File: src/tcp_rx_pkg.sv
`default_nettype none

package tcp_rx_pkg;

    // ========================================
    // Widths and counts
    // ========================================

    localparam int num_flows = 8;
    localparam int flowid_w = 3;
    localparam int rx_payload_ptr_w = 12;          // Buffer offset, pointers add a wrap bit
    localparam int xy_w = 4;
    localparam int fbits_w = 4;
    localparam int noc_data_w = 128;
    localparam int msg_len_w = 8;

    localparam logic [fbits_w-1:0] tcp_rx_app_ptr_if_fbits = 4'h2;   // Our own source endpoint

    // Head and commit pointers, offset plus wrap bit
    typedef logic [rx_payload_ptr_w:0] rx_ptr_t;

    // ========================================
    // Opcodes and states
    // ========================================

    typedef enum logic [7:0] {
        tcp_rx_msg_req  = 8'd0,
        tcp_rx_msg_resp = 8'd1,
        tcp_tx_msg_req  = 8'd2
    } msg_type_e;

    typedef enum logic {
        st_idle,
        st_send                                     // Flit valid, waiting for the network
    } ctrl_state_e;

    // ========================================
    // Flit and request layouts
    // ========================================

    typedef struct packed {
        logic [xy_w-1:0]      dst_x_coord;
        logic [xy_w-1:0]      dst_y_coord;
        logic [fbits_w-1:0]   dst_fbits;
        logic [msg_len_w-1:0] msg_len;          // Flits after the header
        msg_type_e            msg_type;
        logic [xy_w-1:0]      src_x_coord;
        logic [xy_w-1:0]      src_y_coord;
        logic [fbits_w-1:0]   src_fbits;
    } noc_hdr_core_t;

    typedef struct packed {
        logic [flowid_w-1:0]         flowid;
        rx_ptr_t                     head_ptr;
        logic [rx_payload_ptr_w-1:0] length;
    } rx_ptr_inner_t;

    localparam int flit_pad_w = noc_data_w - $bits(noc_hdr_core_t) - $bits(rx_ptr_inner_t);

    typedef struct packed {
        noc_hdr_core_t         core;
        rx_ptr_inner_t         inner;
        logic [flit_pad_w-1:0] padding;
    } tcp_noc_hdr_flit_t;

    typedef struct packed {
        logic [xy_w-1:0]    x;
        logic [xy_w-1:0]    y;
        logic [fbits_w-1:0] fbits;
    } noc_dst_t;

    typedef struct packed {
        logic [flowid_w-1:0]         flowid;
        rx_ptr_t                     head_ptr;
        logic [rx_payload_ptr_w-1:0] len;
        noc_dst_t                    dst;
    } notify_req_t;

endpackage

`default_nettype wire

File: src/rx_msg_noc_if_datap.sv
`default_nettype none

module rx_msg_noc_if_datap #(
    parameter int src_x = 0,
    parameter int src_y = 0
) (
    input  wire                                 clk,
    input  wire                                 rst,

    input  wire  tcp_rx_pkg::notify_req_t       req,
    input  wire                                 ctrl_datap_store_inputs,

    output logic [tcp_rx_pkg::noc_data_w-1:0]   noc_data
);

    localparam logic [tcp_rx_pkg::xy_w-1:0] src_x_coord = src_x[tcp_rx_pkg::xy_w-1:0];
    localparam logic [tcp_rx_pkg::xy_w-1:0] src_y_coord = src_y[tcp_rx_pkg::xy_w-1:0];

    tcp_rx_pkg::notify_req_t       req_reg;
    tcp_rx_pkg::notify_req_t       req_next;
    tcp_rx_pkg::tcp_noc_hdr_flit_t hdr_flit;

    // ========================================
    // Request latch
    // ========================================

    always_comb begin
        if (ctrl_datap_store_inputs) begin
            req_next = req;
        end
        else begin
            req_next = req_reg;                 // Hold while the flit waits on the network
        end
    end

    always_ff @(posedge clk) begin
        if (rst) begin
            req_reg <= '0;
        end
        else begin
            req_reg <= req_next;
        end
    end

    // ========================================
    // Header flit
    // ========================================

    always_comb begin
        hdr_flit = '0;

        hdr_flit.core.dst_x_coord = req_reg.dst.x;
        hdr_flit.core.dst_y_coord = req_reg.dst.y;
        hdr_flit.core.dst_fbits = req_reg.dst.fbits;
        hdr_flit.core.msg_len = '0;             // Header only
        hdr_flit.core.msg_type = tcp_rx_pkg::tcp_rx_msg_resp;
        hdr_flit.core.src_x_coord = src_x_coord;
        hdr_flit.core.src_y_coord = src_y_coord;
        hdr_flit.core.src_fbits = tcp_rx_pkg::tcp_rx_app_ptr_if_fbits;

        hdr_flit.inner.flowid = req_reg.flowid;
        hdr_flit.inner.head_ptr = req_reg.head_ptr;
        hdr_flit.inner.length = req_reg.len;
    end

    assign noc_data = hdr_flit;

endmodule

`default_nettype wire

File: config.mk
export PLATFORM = sky130hd
export DESIGN_NAME = rx_msg_noc_if_datap
export DESIGN_NICKNAME = d
export VERILOG_FILES = /design/src/tcp_rx_pkg.sv /design/src/rx_msg_noc_if_datap.sv
export SDC_FILE = /design/constraint.sdc
export NUM_CORES = 1
export LEC_CHECK = 0
export ABC_AREA = 1
export BUFFER_PORTS_ARGS = -buffer_cell sky130_fd_sc_hd__buf_2
export CORE_ASPECT_RATIO = 1.2
export CORE_MARGIN = 4
export CORE_UTILIZATION = 41
export CTS_CLUSTER_SIZE = 8
export DETAILED_ROUTE_END_ITERATION = 10
export GPL_ROUTABILITY_DRIVEN = 0
export PLACE_DENSITY = 0.81
export SLEW_MARGIN = 40
export SYNTH_ARGS = -nofsm -noshare
export SYNTH_HDL_FRONTEND = slang
export SYNTH_SLANG_ARGS = --single-unit
File: constraint.sdc
create_clock -name clk -period 0.8 [get_ports clk]
set_input_delay 0.16 -clock clk [delete_from_list [all_inputs] [get_ports clk]]
set_output_delay 0.16 -clock clk [all_outputs]
set_load 0.01 [all_outputs]
==> impl_metrics.py <==
metrics = {
    "outcome": {
        "status": "complete, but fails checks",
        "failed_checks": "negative setup slack",
    },
    "placed_design": {
        "place_hpwl_microns": 3340,
        "portBuffers": 82,
        "placed_cell_area_sq_um": 2460,
    },
    "sta": {
        "fin_crit_sh": 1.11,
        "setup_viol": 40,
        "drv_slew": 0,
        "fmax_mhz": 1120,
        "setup_slack_ps": -91.3,
        "post-route-min-period_ps": 891,
        "finClkSkew_ps": 0,
        "rsz0062_at_grt": "true",
        "hold_viol": 0,
    },
    "synth": {
        "seq_area_frac_synth": 0.344,
        "synthCells": 344,
        "synth_cell_types": 8,
        "yosysWarnings": 0,
        "synthTopCellsByArea": "dfxtp_1, buf_4, nand2_1, nor2_1, inv_1",
        "synth_area_sq_um": 2330,
        "yosys_register_bits": 40,
        "synth_top_area_frac": 0.344,
        "yosysTopAreaCell": "dfxtp_1",
        "syn_area_per_cell_sq_um": 6.77,
    },
    "final_layout": {
        "fill_cells": 532,
        "area_growth_pct": 24.5,
        "multiInputGateArea_sq_um": 931,
        "drive_gt1_frac": 0.331,
        "fin_area_sq_um": 2900,
        "antenna_cells": 0,
        "regArea_sq_um": 851,
        "nNetsFinal": 474,
        "largest_reg_flops": 40,
    },
    "worst_setup_path": {
        "cp-start-kind": "register",
        "crit_arrival_ps": 730,
        "end_kind": "primary output",
        "critPathBufInv": 1,
        "path_cells": "buf_6",
        "required_ps": 640,
        "critPathSlowestCell": "dfxtp_2",
        "crit_type": "register to primary output",
        "max_stage_delay_ps": 330,
        "critPathMaxFanout": 2,
        "path_delay_family": "flip-flops",
    },
    "clock_tree": {
        "cts_tree": "built",
        "path_clk_slew_ps": 80,
        "cts.sinks": 40,
        "cts_root_buffer": "clkbuf_8",
        "cts_buffers": 5,
        "htreeDepth": 2,
        "clk_path_buf_depth": 2,
        "insertion_delay_ps": 280,
    },
    "drt": {
        "wl_microns": 4520,
        "drtIter0Drc": 45,
        "drt-pass1-iter-count": 4,
        "vias": 1844,
        "wl_per_cell_microns": 9.15,
        "viasPerCell": 3.73,
        "drc_errors": 0,
        "ant_nets": 0,
    },
    "power": {
        "power_w": 0.00470,
        "p_leak_nw": 1.76,
        "power_density_nw_per_um2": 1620,
        "vdd_ir_drop_max_mv": 0.916,
    },
    "floorplan": {
        "initial_core_util": 0.431,
        "ios": 171,
        "die_w_microns": 76.8,
        "die_area_sq_um": 6960,
        "core_sq_um": 5410,
        "fp-row-count": 29,
        "die_h_microns": 90.6,
    },
    "grt": {
        "grt_pass1_vias": 1570,
        "grt_usage": 0.121,
        "grt_remaining_overflow": 0,
        "antenna_found_initial": 0,
        "grt_max_degree": 31,
        "grt_pass1_wl_microns": 6920,
    },
    "job": {
        "max_cap_viol_count": 0,
    },
    "min_path": {
        "hp-class": "input pin to register",
    },
}
-- power breakdown --
part / total [W] / switching (W) / internal, W
sequential: 0.00225 / 0.0000938 / 0.00216
combinational: 0.00108 / 0.000583 / 0.000498
clock: 0.00137 / 0.000683 / 0.000688
total: 0.00470 / 0.00136 / 0.00335
-- path summary, 6_finish.rpt --
kind / startpoint / end / slack [ps] / depth (start not counted)
setup / recovery: noc_data[68] / noc_data[68] / -90 / 1
hold / removal: req[26] / noc_data[74] / 150 / 5
setup reg to reg: noc_data[121] / noc_data[121] / 80 / 3
hold reg to reg: noc_data[120] / noc_data[120] / 480 / 2
-- cells by family (layout without fill, tap and decap cells) --
| family | count (synthesis) | in the layout | share of synthesized area |
|---|---|---|---|
| DFF | 40 | 40 | 0.344 |
| and+or+nand+nor | 160 | 160 | 0.258 |
| other | 2 | 88 | 0.00322 |
| buffers and inverters | 142 | 144 | 0.395 |
-- cell usage after synthesis (all sizes together) --
cell type and count:
buf 101, conb 2, dfxtp 40, inv 41
nand2 80, nor2 80
-- metal layers --
layer	part of all wire	global-route usage	routed length [microns]	up-vias
met5	0	0	0	-
met1	0.35	0.119	1590	758
li1	-	-	-	974
met3	0.11	0.0399	517	7
met4	0.015	0.0498	68	0
met2	0.52	0.229	2340	105
-- cell type report --
| type | instances | area share |
|---|---|---|
| multi-input combinational | 248 | 0.321 |
| sequential | 40 | 0.293 |
| timing repair buffer | 95 | 0.274 |
| inverter | 41 | 0.0530 |
| clock buffer | 6 | 0.0285 |
| tap | 62 | 0.0267 |
| clock inverter | 2 | 0.00345 |
-- placed cells by master, fill, tap and decap left out, drive strengths merged --
master / synthesis / routed
nor2: 80 / 80
clkinv: 0 / 2
conb: 2 / 88
nand2: 80 / 80
inv: 41 / 41
clkbuf: 0 / 6
buf: 101 / 95
dfxtp: 40 / 40
-- through the flow --
| stage | worst slack (ps) | utilization | hold WS (ps) | std cells | setup TNS (ps) |
|---|---|---|---|---|---|
| 2_1_floorplan | 124 | - | 348 | 430 | 0 |
| 3_3_place_gp | -0.267 | 0.454 | 441 | 479 | -0.267 |
| 3_5_place_dp | -32.7 | 0.454 | 453 | 479 | -429 |
| 4_1_cts | -115 | 0.533 | 133 | 491 | -4140 |
| 5_1_grt | -138 | 0.537 | 148 | 494 | -4870 |
| 6_report | -91.3 | 0.537 | 150 | 494 | -3380 |
-- what timing repair did --
action,4_1_cts,5_1_grt
hold buffers,0,0
setup endpoints to repair,40,40
gates cloned,0,0
pin swaps,0,0
buffers inserted,4,3
gates resized for setup,80,0
(Power assumes the default switching activity.)
