--- config.mk ---
export PLATFORM = sky130hd
export DESIGN_NAME = rx_ptr_table
export DESIGN_NICKNAME = d
export VERILOG_FILES = /design/src/tcp_rx_pkg.sv /design/src/rx_ptr_table.sv
export SDC_FILE = /design/constraint.sdc
export NUM_CORES = 1
export LEC_CHECK = 0
export CORE_ASPECT_RATIO = 2
export CORE_MARGIN = 5
export CORE_UTILIZATION = 44
export DETAILED_ROUTE_END_ITERATION = 7
export DONT_BUFFER_PORTS = 1
export GPL_ROUTABILITY_DRIVEN = 0
export GPL_TIMING_DRIVEN = 0
export HOLD_SLACK_MARGIN = 0.03
export PLACE_DENSITY = 0.71
export SYNTH_ARGS = -nofsm -noshare
export SYNTH_HDL_FRONTEND = slang
export SYNTH_SLANG_ARGS = --single-unit
export TNS_END_PERCENT = 30
--- constraint.sdc ---
create_clock -name clk -period 1.8 [get_ports clk]
set_input_delay 0.09 -clock clk [delete_from_list [all_inputs] [get_ports clk]]
set_output_delay 0.09 -clock clk [all_outputs]
set_load 0.1 [all_outputs]
--- src/tcp_rx_pkg.sv ---
`default_nettype none

package tcp_rx_pkg;

    // ========================================
    // Widths and counts
    // ========================================

    localparam int num_flows = 8;
    localparam int flowid_w = 3;
    localparam int rx_payload_ptr_w = 12;          // Buffer offset, pointers add a wrap bit
    localparam int xy_w = 4;
    localparam int fbits_w = 4;
    localparam int noc_data_w = 128;
    localparam int msg_len_w = 8;

    localparam logic [fbits_w-1:0] tcp_rx_app_ptr_if_fbits = 4'h2;   // Our own source endpoint

    // Head and commit pointers, offset plus wrap bit
    typedef logic [rx_payload_ptr_w:0] rx_ptr_t;

    // ========================================
    // Opcodes and states
    // ========================================

    typedef enum logic [7:0] {
        tcp_rx_msg_req  = 8'd0,
        tcp_rx_msg_resp = 8'd1,
        tcp_tx_msg_req  = 8'd2
    } msg_type_e;

    typedef enum logic {
        st_idle,
        st_send                                     // Flit valid, waiting for the network
    } ctrl_state_e;

    // ========================================
    // Flit and request layouts
    // ========================================

    typedef struct packed {
        logic [xy_w-1:0]      dst_x_coord;
        logic [xy_w-1:0]      dst_y_coord;
        logic [fbits_w-1:0]   dst_fbits;
        logic [msg_len_w-1:0] msg_len;          // Flits after the header
        msg_type_e            msg_type;
        logic [xy_w-1:0]      src_x_coord;
        logic [xy_w-1:0]      src_y_coord;
        logic [fbits_w-1:0]   src_fbits;
    } noc_hdr_core_t;

    typedef struct packed {
        logic [flowid_w-1:0]         flowid;
        rx_ptr_t                     head_ptr;
        logic [rx_payload_ptr_w-1:0] length;
    } rx_ptr_inner_t;

    localparam int flit_pad_w = noc_data_w - $bits(noc_hdr_core_t) - $bits(rx_ptr_inner_t);

    typedef struct packed {
        noc_hdr_core_t         core;
        rx_ptr_inner_t         inner;
        logic [flit_pad_w-1:0] padding;
    } tcp_noc_hdr_flit_t;

    typedef struct packed {
        logic [xy_w-1:0]    x;
        logic [xy_w-1:0]    y;
        logic [fbits_w-1:0] fbits;
    } noc_dst_t;

    typedef struct packed {
        logic [flowid_w-1:0]         flowid;
        rx_ptr_t                     head_ptr;
        logic [rx_payload_ptr_w-1:0] len;
        noc_dst_t                    dst;
    } notify_req_t;

endpackage

`default_nettype wire

--- src/rx_ptr_table.sv ---
`default_nettype none

module rx_ptr_table (
    input  wire                                 clk,
    input  wire                                 rst,

    // ========================================
    // Update strobes
    // ========================================
    input  wire                                 commit_val,
    input  wire  [tcp_rx_pkg::flowid_w-1:0]     commit_flowid,
    input  wire  tcp_rx_pkg::rx_ptr_t           commit_ptr,

    input  wire                                 consume_val,
    input  wire  [tcp_rx_pkg::flowid_w-1:0]     consume_flowid,
    input  wire  tcp_rx_pkg::rx_ptr_t           consume_ptr,

    input  wire                                 reg_val,
    input  wire  [tcp_rx_pkg::flowid_w-1:0]     reg_flowid,
    input  wire  tcp_rx_pkg::noc_dst_t          reg_dst,

    input  wire                                 clear_val,
    input  wire  [tcp_rx_pkg::flowid_w-1:0]     clear_flowid,

    // ========================================
    // Per-flow state
    // ========================================
    output logic [tcp_rx_pkg::num_flows-1:0]    pending,
    output tcp_rx_pkg::rx_ptr_t  [tcp_rx_pkg::num_flows-1:0] commit_ptrs,
    output tcp_rx_pkg::rx_ptr_t  [tcp_rx_pkg::num_flows-1:0] head_ptrs,
    output tcp_rx_pkg::noc_dst_t [tcp_rx_pkg::num_flows-1:0] dsts
);

    logic [tcp_rx_pkg::num_flows-1:0] pending_next;

    // A commit in the same cycle as a clear must survive, so the set goes last
    always_comb begin
        pending_next = pending;
        if (clear_val) begin
            pending_next[clear_flowid] = 1'b0;
        end
        if (commit_val) begin
            pending_next[commit_flowid] = 1'b1;
        end
    end

    always_ff @(posedge clk) begin
        if (rst) begin
            pending <= '0;
        end
        else begin
            pending <= pending_next;
        end
    end

    always_ff @(posedge clk) begin
        if (rst) begin
            commit_ptrs <= '0;
        end
        else if (commit_val) begin
            commit_ptrs[commit_flowid] <= commit_ptr;   // Receive engine has written up to here
        end
    end

    always_ff @(posedge clk) begin
        if (rst) begin
            head_ptrs <= '0;
        end
        else if (consume_val) begin
            head_ptrs[consume_flowid] <= consume_ptr;   // Application has read up to here
        end
    end

    // Endpoint registrations are plain storage
    always_ff @(posedge clk) begin
        if (reg_val) begin
            dsts[reg_flowid] <= reg_dst;
        end
    end

endmodule

`default_nettype wire

==> results.cfg <==
[finish]
nFillCells = 2341
final_util_pct = 50.45
syn2layout_area_growth_pct = 14.01
fin_area_sq_mm = 0.01315
multi_input_area_sq_mm = 0.003973
nets = 1007
n_antenna_cell = 0
register_area_sq_mm = 0.007207
layout-drive-gt1-share_pct = 7.423

[sta]
fmax_mhz = 571.7
hold_ws_ns = 0.05996
setup_viol = 0
final.min_clock_period_ns = 1.749
rsz0062_at_grt = false
period_share_pct = 97.17
fin_skew_ns = 0
worst_slew_pin_slew_ns = 1.307
drv_slew = 0
slew_headroom_pct = 12.55
final_hold_viol_count = 0

[flow_run]
max_cap_violations = 0

[min_path]
hold_class = in2reg

[clock_tree]
cts_sinks = 312
cts-resized-gates = 0
hold_buffers = 30
clockRootBuffer = clkbuf_16
post-cts-setup-buffers = 0
cts_buffer_depth = 3
path_clk_slew_ns = 0.07
clock_latency_ns = 0.53
htreeDepth = 1
cts_made_buffers = 26
cts_tree = done

[power_and_ir_drop]
pwr_density_cell_mw_per_mm2 = 1152
p_leak_nw = 5.601
ir_drop_uv = 695.6

[synthesis]
synth-seq-area-share_pct = 62.49
synth_area_sq_mm = 0.01153
ys_warn_count = 0
syn_avg_cell_area_sq_um = 12.94
synth_cells = 891
synth.distinct_cells = 21
synth_seq_cells = 312
synth_nets = 947

[drt]
wl_mm = 31.90
drtPass1Iterations = 5
drt-initial-drc-count = 387
drc = 0
vias = 6895
ant_nets = 0
wl_per_cell_microns = 24.28
viasPerCell = 5.247

[die]
coreArea_sq_mm = 0.02607
dieArea_sq_mm = 0.02975
rows = 84
die_w_microns = 124.5
initial_core_util_pct = 44.25
die_height_microns = 239.0
num_io_pins = 368

[worst_setup_path]
cp_data_required_time_ns = 2.26
start_kind = input pin
critical_path_arrival_ns = 2.21
critPathKind = in2reg
worst-path-max-fanout = 9
crit_path_end_kind = register

[global_routing]
grt_start_max_net_pins = 18
first_global_vias = 7116
grt_usage_pct = 20.35
grt_overflow_total = 0
antenna_found_initial = 0
grt_pass1_wl_mm = 46.62

[placed_design]
place_hpwl_mm = 23.14
placed_area_sq_mm = 0.01200
io_buffers = 0

[status]
outcome = complete, no violations
-- final cells by class --
| class | count | area share [%] |
|---|---|---|
| buffer | 83 | 2.769 |
| clock buffer | 35 | 5.595 |
| clock inverter | 12 | 0.8850 |
| multi-input combinational | 496 | 30.21 |
| sequential | 312 | 54.81 |
| tap | 344 | 3.273 |
| timing repair buffer | 32 | 2.455 |
-- per-layer routing --
metal,GRT usage [%],vias to the layer above,routed length [microns]
li1,-,3144,-
met2,34.63,327,15650
met5,0,-,0
met3,7.178,56,2981
met1,23.57,3368,12170
met4,7.782,0,1095
-- worst max-delay path, cell delays in order --
cell           delay, ns
dlygate4sd3_1       0.56
buf_2               0.18
nor4bb_1            0.51
dlygate4sd3_1       0.68
mux2i_1             0.19
-- power breakdown --
part           leakage [nW]  total (mW)  internal, mW  switching (mW)
clock                 0.418        5.64          3.17            2.48
combinational          2.56       0.693         0.288           0.405
sequential             2.62        8.81          7.43            1.38
-- registers in the layout, indices dropped and copies added (netlist names) --
signal,cells
commit_ptrs,104
dsts,96
head_ptrs,104
pending,8
-- logic make-up after synthesis --
logic type,synth area share [%]
multiplexers,18.05
AND/OR/NAND/NOR,15.87
flip-flops,62.49
AO/OA/AOI/OAI,0.4340
buffers and inverters,3.157
-- layout by cell type (no fill, tap or decap), drive strengths merged --
master	netlist	layout
clkbuf	52	87
bufinv	0	2
clkinvlp	0	1
or4b	1	1
nor3	2	2
dlygate4sd3	0	30
nand2	2	2
nand4b	6	6
nand4	2	2
nor2	6	6
clkinv	0	7
nor4bb	4	4
mux2i	208	208
and4	1	1
dfxtp	216	216
nand2b	245	245
inv	0	2
nor4b	2	2
edfxtp	96	96
o22ai	8	8
nand4bb	6	6
buf	31	33
and4b	3	3
-- worst paths after layout --
check | startpoint | endpoint | slack, ns | cells after the start
worst min-delay path | consume_ptr[8] | head_ptrs[86] | 0.06 | 3
worst max-delay path | commit_flowid[1] | commit_ptrs[13] | 0.05 | 5
worst min register to register | commit_ptrs[16] | commit_ptrs[16] | 0.94 | 2
worst max register to register | commit_ptrs[90] | commit_ptrs[90] | 0.37 | 2
-- stage by stage --
stage	power [mW]	std cells	TNS (ns)	setup WS [ns]
after floorplan	9.338	891	0	0.2679
after global placement	9.546	1235	-4.669	-0.1940
after detailed placement	9.578	1237	-2.906	-0.1097
after CTS	15.27	1314	0	0.07651
after global routing	15.63	1314	0	0.03292
final	15.15	1314	0	0.05092
-- synth_stat cells --
master,n,area [sq um]
nor4bb_1,4,40.04
nor2_1,6,22.52
buf_1,4,15.01
dfxtp_1,216,4324
buf_6,3,33.78
nor4b_4,1,23.77
and4b_1,3,30.03
o22ai_1,8,50.05
nand4b_1,6,52.55
buf_2,24,120.1
edfxtp_1,96,2883
nor3_1,2,10.01
nand4_1,2,12.51
mux2i_1,208,2082
nand2b_1,245,1533
nand4bb_1,6,67.56
nor4b_1,1,8.760
or4b_4,1,13.76
clkbuf_1,52,195.2
and4_1,1,8.760
nand2_1,2,7.510
Note: power is estimated with default switching activity, not from simulation.
